### src/source/cpu_pkg.sv
`default_nettype none

package cpu_pkg;

    // Sizes
    localparam int data_width      = 16;
    localparam int reg_addr_width  = 3;
    localparam int num_regs        = 8;
    localparam int dmem_words      = 64;
    localparam int dmem_addr_width = 6;

    // Codes 12 to 15 decode as nop
    typedef enum logic [3:0] {
        op_nop  = 4'd0,
        op_add  = 4'd1,
        op_sub  = 4'd2,
        op_and  = 4'd3,
        op_or   = 4'd4,
        op_slt  = 4'd5,
        op_addi = 4'd6,
        op_lw   = 4'd7,
        op_sw   = 4'd8,
        op_beq  = 4'd9,
        op_bne  = 4'd10,
        op_jmp  = 4'd11
    } op_t;

    typedef enum logic [2:0] {alu_add, alu_sub, alu_and, alu_or, alu_slt} alu_op_t;

    typedef enum logic [1:0] {br_none, br_eq, br_ne, br_jump} branch_t;

    typedef enum logic [1:0] {fwd_reg, fwd_mem_wb, fwd_ex_mem} fwd_sel_t;

    // rd sits in the upper three bits of imm
    typedef struct packed {
        op_t                       op;
        logic [reg_addr_width-1:0] rs;
        logic [reg_addr_width-1:0] rt;
        logic [5:0]                imm;
    } instr_t;

    typedef struct packed {
        logic    reg_write;
        logic    mem_to_reg;
        logic    mem_write;
        logic    alu_src;
        logic    reg_dst;
        alu_op_t alu_op;
        branch_t branch;
    } ctrl_t;

    typedef struct packed {
        logic   valid;
        instr_t instr;
    } if_id_t;

    typedef struct packed {
        ctrl_t                     ctrl;
        logic [reg_addr_width-1:0] rs;
        logic [reg_addr_width-1:0] rt;
        logic [reg_addr_width-1:0] rd;
        logic [data_width-1:0]     read_data_1;
        logic [data_width-1:0]     read_data_2;
        logic [data_width-1:0]     immediate;
    } id_ex_t;

    typedef struct packed {
        ctrl_t                      ctrl;
        logic [reg_addr_width-1:0]  dest;
        logic [data_width-1:0]      alu_result;
        logic                       compare;
        logic [data_width-1:0]      store_data;
        logic [dmem_addr_width-1:0] mem_address;
        logic [data_width-1:0]      target;
    } ex_mem_t;

    typedef struct packed {
        logic                      reg_write;
        logic                      mem_to_reg;
        logic [reg_addr_width-1:0] dest;
        logic [data_width-1:0]     alu_result;
        logic [data_width-1:0]     read_data;
    } mem_wb_t;

    // Retired register write
    typedef struct packed {
        logic                      valid;
        logic [reg_addr_width-1:0] dest;
        logic [data_width-1:0]     data;
    } wb_t;

endpackage

`default_nettype wire

### src/source/control_unit.sv
`timescale 1ns/1ps
`default_nettype none

module control_unit (
    input  cpu_pkg::op_t   opcode,
    output cpu_pkg::ctrl_t ctrl
);
    import cpu_pkg::*;

    always_comb begin
        ctrl = '0;
        case (opcode)
            op_add, op_sub, op_and, op_or, op_slt: begin
                ctrl.reg_write = 1'b1;
                ctrl.reg_dst   = 1'b1;
                case (opcode)
                    op_sub:  ctrl.alu_op = alu_sub;
                    op_and:  ctrl.alu_op = alu_and;
                    op_or:   ctrl.alu_op = alu_or;
                    op_slt:  ctrl.alu_op = alu_slt;
                    default: ctrl.alu_op = alu_add;
                endcase
            end
            op_addi: begin
                ctrl.reg_write = 1'b1;
                ctrl.alu_src   = 1'b1;
            end
            // Address comes straight from rs, ALU result unused
            op_lw: begin
                ctrl.reg_write  = 1'b1;
                ctrl.mem_to_reg = 1'b1;
            end
            op_sw:   ctrl.mem_write = 1'b1;
            op_beq:  ctrl.branch = br_eq;
            op_bne:  ctrl.branch = br_ne;
            op_jmp:  ctrl.branch = br_jump;
            default: ctrl = '0;
        endcase
    end

endmodule

`default_nettype wire

### src/source/register_file.sv
`timescale 1ns/1ps
`default_nettype none

module register_file (
    input  logic                               clk,
    input  logic                               rst_n,
    input  logic                               write,
    input  logic [cpu_pkg::reg_addr_width-1:0] write_address,
    input  logic [cpu_pkg::data_width-1:0]     write_data,
    input  logic [cpu_pkg::reg_addr_width-1:0] read_address_1,
    input  logic [cpu_pkg::reg_addr_width-1:0] read_address_2,
    output logic [cpu_pkg::data_width-1:0]     read_data_1,
    output logic [cpu_pkg::data_width-1:0]     read_data_2
);
    import cpu_pkg::*;

    logic [data_width-1:0] regs [num_regs];

    always_ff @(posedge clk) begin
        if (!rst_n) begin
            for (int i = 0; i < num_regs; i++) begin
                regs[i] <= '0;
            end
        end else if (write) begin
            regs[write_address] <= write_data;
        end
    end

    // Write-through so decode sees the value retiring this cycle
    assign read_data_1 = (write && write_address == read_address_1) ? write_data
                                                                     : regs[read_address_1];
    assign read_data_2 = (write && write_address == read_address_2) ? write_data
                                                                     : regs[read_address_2];

endmodule

`default_nettype wire

### src/source/hazard_unit.sv
`timescale 1ns/1ps
`default_nettype none

module hazard_unit (
    input  logic [cpu_pkg::reg_addr_width-1:0] if_id_rs,
    input  logic [cpu_pkg::reg_addr_width-1:0] if_id_rt,
    input  logic [cpu_pkg::reg_addr_width-1:0] id_ex_rs,
    input  logic [cpu_pkg::reg_addr_width-1:0] id_ex_rt,
    input  logic                               id_ex_load,
    input  logic [cpu_pkg::reg_addr_width-1:0] ex_mem_dest,
    input  logic [cpu_pkg::reg_addr_width-1:0] mem_wb_dest,
    input  logic                               ex_mem_reg_write,
    input  logic                               mem_wb_reg_write,
    output cpu_pkg::fwd_sel_t                  forward_a,
    output cpu_pkg::fwd_sel_t                  forward_b,
    output logic                               stall
);
    import cpu_pkg::*;

    // Younger result wins when both stages match
    function automatic fwd_sel_t select_source(input logic [reg_addr_width-1:0] src);
        fwd_sel_t sel;
        if (ex_mem_reg_write && ex_mem_dest == src) begin
            sel = fwd_ex_mem;
        end else if (mem_wb_reg_write && mem_wb_dest == src) begin
            sel = fwd_mem_wb;
        end else begin
            sel = fwd_reg;
        end
        return sel;
    endfunction

    always_comb begin
        forward_a = select_source(id_ex_rs);
        forward_b = select_source(id_ex_rt);
    end

    // Load data only exists after MEM, so hold the consumer one cycle
    assign stall = id_ex_load && (id_ex_rt == if_id_rs || id_ex_rt == if_id_rt);

endmodule

`default_nettype wire

### src/source/alu.sv
`timescale 1ns/1ps
`default_nettype none

module alu (
    input  cpu_pkg::alu_op_t               alu_op,
    input  logic [cpu_pkg::data_width-1:0] data1,
    input  logic [cpu_pkg::data_width-1:0] data2,
    output logic [cpu_pkg::data_width-1:0] result,
    output logic                           compare
);
    import cpu_pkg::*;

    always_comb begin
        case (alu_op)
            alu_sub: result = data1 - data2;
            alu_and: result = data1 & data2;
            alu_or:  result = data1 | data2;
            // Unsigned compare
            alu_slt: result = {{(data_width-1){1'b0}}, data1 < data2};
            default: result = data1 + data2;
        endcase
    end

    // Equality for beq and bne
    assign compare = (data1 == data2);

endmodule

`default_nettype wire

### src/source/data_memory.sv
`timescale 1ns/1ps
`default_nettype none

module data_memory (
    input  logic                                clk,
    input  logic                                rst_n,
    input  logic                                write,
    input  logic [cpu_pkg::dmem_addr_width-1:0] address,
    input  logic [cpu_pkg::data_width-1:0]      write_data,
    output logic [cpu_pkg::data_width-1:0]      read_data
);
    import cpu_pkg::*;

    logic [data_width-1:0] mem [dmem_words];

    always_ff @(posedge clk) begin
        if (!rst_n) begin
            for (int i = 0; i < dmem_words; i++) begin
                mem[i] <= '0;
            end
        end else if (write) begin
            mem[address] <= write_data;
        end
    end

    assign read_data = mem[address];

endmodule

`default_nettype wire

### src/source/cpu.sv
`timescale 1ns/1ps
`default_nettype none

module cpu (
    input  logic                           clk,
    input  logic                           rst_n,
    output logic [cpu_pkg::data_width-1:0] pc,
    input  cpu_pkg::instr_t                instruction,
    output cpu_pkg::wb_t                   wb
);
    import cpu_pkg::*;

    if_id_t  if_id;
    id_ex_t  id_ex;
    ex_mem_t ex_mem;
    mem_wb_t mem_wb;

    ctrl_t                     ctrl;
    logic [data_width-1:0]     read_data_1;
    logic [data_width-1:0]     read_data_2;
    fwd_sel_t                  forward_a;
    fwd_sel_t                  forward_b;
    logic                      stall;
    logic                      flush;
    logic                      ex_mem_forwardable;
    logic [data_width-1:0]     operand_a;
    logic [data_width-1:0]     operand_b;
    logic [data_width-1:0]     alu_operand_2;
    logic [data_width-1:0]     alu_result;
    logic                      compare;
    logic [reg_addr_width-1:0] dest;
    logic [data_width-1:0]     mem_read_data;
    logic [data_width-1:0]     wb_data;

    function automatic logic [data_width-1:0] forward_mux(
        input fwd_sel_t              sel,
        input logic [data_width-1:0] reg_value,
        input logic [data_width-1:0] ex_mem_value,
        input logic [data_width-1:0] mem_wb_value
    );
        case (sel)
            fwd_ex_mem: return ex_mem_value;
            fwd_mem_wb: return mem_wb_value;
            default:    return reg_value;
        endcase
    endfunction

    //////////////////////////////
    // Fetch
    always_ff @(posedge clk) begin
        if (!rst_n) begin
            pc <= '0;
        end else if (flush) begin
            pc <= ex_mem.target;
        end else if (!stall) begin
            pc <= pc + 1'b1;
        end
    end

    always_ff @(posedge clk) begin
        if (!rst_n || flush) begin
            if_id <= '0;
        end else if (!stall) begin
            if_id.valid <= 1'b1;
            if_id.instr <= instruction;
        end
    end

    //////////////////////////////
    // Decode
    control_unit u_control (.opcode(if_id.instr.op), .ctrl(ctrl));

    register_file u_regfile (
        .clk           (clk),
        .rst_n         (rst_n),
        .write         (mem_wb.reg_write),
        .write_address (mem_wb.dest),
        .write_data    (wb_data),
        .read_address_1(if_id.instr.rs),
        .read_address_2(if_id.instr.rt),
        .read_data_1   (read_data_1),
        .read_data_2   (read_data_2)
    );

    // Loads leave EX/MEM without data, so they never forward from there
    assign ex_mem_forwardable = ex_mem.ctrl.reg_write && !ex_mem.ctrl.mem_to_reg;

    hazard_unit u_hazard (
        .if_id_rs        (if_id.instr.rs),
        .if_id_rt        (if_id.instr.rt),
        .id_ex_rs        (id_ex.rs),
        .id_ex_rt        (id_ex.rt),
        .id_ex_load      (id_ex.ctrl.mem_to_reg),
        .ex_mem_dest     (ex_mem.dest),
        .mem_wb_dest     (mem_wb.dest),
        .ex_mem_reg_write(ex_mem_forwardable),
        .mem_wb_reg_write(mem_wb.reg_write),
        .forward_a       (forward_a),
        .forward_b       (forward_b),
        .stall           (stall)
    );

    // Bubble on stall or flush
    always_ff @(posedge clk) begin
        if (!rst_n || flush || stall) begin
            id_ex <= '0;
        end else begin
            id_ex.ctrl        <= if_id.valid ? ctrl : '0;
            id_ex.rs          <= if_id.instr.rs;
            id_ex.rt          <= if_id.instr.rt;
            id_ex.rd          <= if_id.instr.imm[5 -: reg_addr_width];
            id_ex.read_data_1 <= read_data_1;
            id_ex.read_data_2 <= read_data_2;
            id_ex.immediate   <= data_width'(if_id.instr.imm);
        end
    end

    //////////////////////////////
    // Execute
    assign operand_a = forward_mux(forward_a, id_ex.read_data_1, ex_mem.alu_result, wb_data);
    assign operand_b = forward_mux(forward_b, id_ex.read_data_2, ex_mem.alu_result, wb_data);
    assign alu_operand_2 = id_ex.ctrl.alu_src ? id_ex.immediate : operand_b;
    assign dest = id_ex.ctrl.reg_dst ? id_ex.rd : id_ex.rt;

    alu u_alu (
        .alu_op (id_ex.ctrl.alu_op),
        .data1  (operand_a),
        .data2  (alu_operand_2),
        .result (alu_result),
        .compare(compare)
    );

    always_ff @(posedge clk) begin
        if (!rst_n || flush) begin
            ex_mem <= '0;
        end else begin
            ex_mem.ctrl        <= id_ex.ctrl;
            ex_mem.dest        <= dest;
            ex_mem.alu_result  <= alu_result;
            ex_mem.compare     <= compare;
            ex_mem.store_data  <= operand_b;
            ex_mem.mem_address <= operand_a[dmem_addr_width-1:0];
            ex_mem.target      <= id_ex.immediate;
        end
    end

    //////////////////////////////
    // Memory and branch resolution
    always_comb begin
        case (ex_mem.ctrl.branch)
            br_eq:   flush = ex_mem.compare;
            br_ne:   flush = !ex_mem.compare;
            br_jump: flush = 1'b1;
            default: flush = 1'b0;
        endcase
    end

    data_memory u_dmem (
        .clk       (clk),
        .rst_n     (rst_n),
        .write     (ex_mem.ctrl.mem_write),
        .address   (ex_mem.mem_address),
        .write_data(ex_mem.store_data),
        .read_data (mem_read_data)
    );

    always_ff @(posedge clk) begin
        if (!rst_n) begin
            mem_wb <= '0;
        end else begin
            mem_wb.reg_write  <= ex_mem.ctrl.reg_write;
            mem_wb.mem_to_reg <= ex_mem.ctrl.mem_to_reg;
            mem_wb.dest       <= ex_mem.dest;
            mem_wb.alu_result <= ex_mem.alu_result;
            mem_wb.read_data  <= mem_read_data;
        end
    end

    //////////////////////////////
    // Write-back
    assign wb_data  = mem_wb.mem_to_reg ? mem_wb.read_data : mem_wb.alu_result;
    assign wb.valid = mem_wb.reg_write;
    assign wb.dest  = mem_wb.dest;
    assign wb.data  = wb_data;

endmodule

`default_nettype wire

### config.mk
export PLATFORM = sky130hd
export DESIGN_NAME = cpu
export DESIGN_NICKNAME = d
export VERILOG_FILES = /design/src/source/cpu_pkg.sv /design/src/source/control_unit.sv /design/src/source/register_file.sv /design/src/source/hazard_unit.sv /design/src/source/alu.sv /design/src/source/data_memory.sv /design/src/source/cpu.sv
export SDC_FILE = /design/constraint.sdc
export NUM_CORES = 2
export LEC_CHECK = 0
export BUFFER_PORTS_ARGS = -buffer_cell sky130_fd_sc_hd__buf_2
export CAP_MARGIN = 20
export CORE_MARGIN = 2
export CORE_UTILIZATION = 40
export CTS_CLUSTER_DIAMETER = 80
export DETAILED_ROUTE_END_ITERATION = 10
export PLACE_DENSITY_LB_ADDON = 0.15
export RECOVER_POWER = 100
export SYNTH_ARGS = -nofsm -noshare
export SYNTH_HDL_FRONTEND = slang
export SYNTH_HIERARCHICAL = 1
export SYNTH_SLANG_ARGS = --single-unit
### constraint.sdc
create_clock -name clk -period 9.3 [get_ports clk]
set_clock_uncertainty 0.1 [all_clocks]
set_input_delay 0.93 -clock clk [delete_from_list [all_inputs] [get_ports clk]]
set_output_delay 0.93 -clock clk [all_outputs]
set_load 0.01 [all_outputs]
==> run metrics <==
outcome=finished, violations left; failing checks=capacitance limit, slew limit; Synth cell types=103; Leakage=24.72 nW; Peak Freq=131.0 MHz; most frequent cells in the layout=edfxtp_1 (1152), and2_0 (642), and2_1 (556), nor2_1 (263), a221oi_1 (208); unrepaired setup endpoints after global routing=false; Die W=402.0 µm; cell count after synthesis=5011; total power=13.99 mW; hold crit path type=in2reg; Final Hold Slack=0.2795 ns; die area=161600 µm²; Cell Area, Synth=63370 µm²; top cell type's share of synthesized area=54.59%; CTS resizes=0; clock root cell=clkbuf_16; Finished Cell Area=70080 µm²; initial antenna violation count=17; vias in the first global route=40940; CTS Buffer Depth=3; Worst Setup End Kind=register; Worst Max-Slew Pin Slew=3.739 ns; slowest library cell on the worst path=o21ai_0; Clk pin slew, worst setup/hold paths=0.06 ns; layout cell share with drive strength beyond 1=10.41%; CP max stage delay=1.54 ns; Arr. time, crit path=8.01 ns; wire length per cell=28.87 µm; DP Area=65780 µm²; Core ar.=157800 µm²; largest fanout on the critical path=83; drt first-iter violations=3991; top cell type by total area after synthesis=edfxtp_1; cells along the critical path=buf_12 > nand2_1 > clkbuf_1 > nor2_2 > clkbuf_1 > nand2_1 > o21ai_0 > buf_4; async set or reset register ratio after synthesis=0%; Post-synth EDFFs=1152; WP data required=9.67 ns; RD Place Congestion=0.8904; Fin Setup TNS=0 ns; DRC=0; Critical Path Source Type=register; die height=402.0 µm; Non-Filler Instances=7155; IO buf count=53; crit share post-route=82.11%; Max Cap Viol=18; clk sinks=1329; hold_buf cts=0; Synth Register Bits=1329; Worst Setup Path Type=reg2reg; synth top area cells=edfxtp_1 (55%), and2_1 (12%), dfxtp_1 (5.6%), a221oi_1 (2.9%), mux4_1 (2.5%); DP Wirelength=125.3 mm; Worst VDD drop=195.5 µV; Slew headroom=-149.3%; first-pass GRT wire length=298.6 mm; average size of a mapped cell=12.65 µm²; GRT overflow=0; DRT antenna net count=0; number of failing hold endpoints at the final stage=0; most common cell after layout, fill and taps aside=edfxtp_1; total CTS buffers=152; final net count=5026; TritonCTS clock tree=built; sequential share of the synthesized area=60.18%; Starting Density=40.15%; Layout area overhead=10.58%; largest net degree at the start of global routing=108; Mapped Nets=5085; routed wire length=206.5 mm; Power Density=199.6 nW/µm²; First-pass DRT Iterations=7; Tmin final=7.636 ns; placed insts=6855; Total Routing Usage GR=25.25%; H-Tree Depth=4; Max Slew Vio Count=537; Rows=146; DR vias=41630; Final setup viols=0; IO Pins=54; DR vias/cell=5.819; Clock Latency Late Sink=0.78 ns; Synth Warn #=6; buffers inserted by post-CTS timing repair=0; ys flop type=edfxtp_1
[synth_stat cells, drive strengths merged, types with 22 or more instances]
library cell / number
a21oi: 94
a221o: 32
a221oi: 208
a22oi: 152
and2: 1201
and3: 93
buf: 150
clkbuf: 329
dfxtp: 177
edfxtp: 1152
ha: 54
inv: 71
mux2: 135
mux2i: 121
mux4: 76
nand2: 77
nand3: 26
nor2: 270
nor2b: 22
nor3: 30
o21ai: 198
o221ai: 29
o22ai: 54
xnor2: 38
[sequential cells by signal, summed over array words and instances (netlist names)]
signal / flops
u_dmem/mem: 1024
u_regfile/regs: 128
id_ex: 54
ex_mem: 53
mem_wb: 33
if_id: 17
pc: 16
wb: 4
[stage by stage]
stage | utilization, % | setup WS, ns
global placement | 41.62 | 3.639
CTS | 44.73 | 3.582
global route | 44.40 | 1.539
floorplan | - | 5.077
finish | 44.40 | 1.664
detailed placement | 41.68 | 3.577
[metal layers]
layer | global-route usage (%) | routed length (µm)
met3 | 4.213 | 13950
met1 | 34.74 | 88200
met5 | 0 | 92
met4 | 8.383 | 7244
met2 | 40.58 | 97040
[critical path: cells and delay by family, from the launching register on]
kind | cells | cell delay (ns)
flops | 1 | 1.31
compound gates | 1 | 1.54
simple gates | 3 | 1.49
buf+inv | 4 | 2.77
[final timing paths]
check	to	from	slack (ns)	cells past startpoint
max	u_dmem/mem[15][7]	ex_mem[17]	1.66	8
min	if_id[2]	instruction[2]	0.28	3
min reg2reg	pc[1]	ex_mem[1]	0.36	1
max reg2reg	u_dmem/mem[15][7]	ex_mem[17]	1.66	8
[power breakdown]
part / internal [mW] / total, mW / switching [mW]
clock: 3.34 / 5.83 / 2.49
combinational: 0.397 / 1.35 / 0.954
sequential: 6.69 / 6.80 / 0.118
total: 10.4 / 14.0 / 3.56
[logic make-up after synthesis]
| kind of cell | count (synthesis) | share of synthesized area [%] |
|---|---|---|
| simple gates | 1799 | 16.52 |
| compound gates | 901 | 10.28 |
| xor+xnor | 43 | 0.5943 |
| mux | 332 | 7.496 |
| flops | 1329 | 60.18 |
| fa+ha+maj | 56 | 1.129 |
| buf+inv | 551 | 3.803 |
[area by class of cell]
class                           instances  area (µm²)
Antenna cell                            2       5.005
Clock buffer                          207        4104
Clock inverter                         76       709.4
Fill cell                           14550       87750
Inverter                               72       270.3
Multi-Input combinational cell       3131       22830
Sequential cell                      1329       38170
Tap cell                             2072        2592
Timing Repair Buffer                  266        1400
(Power assumes the default switching activity.)
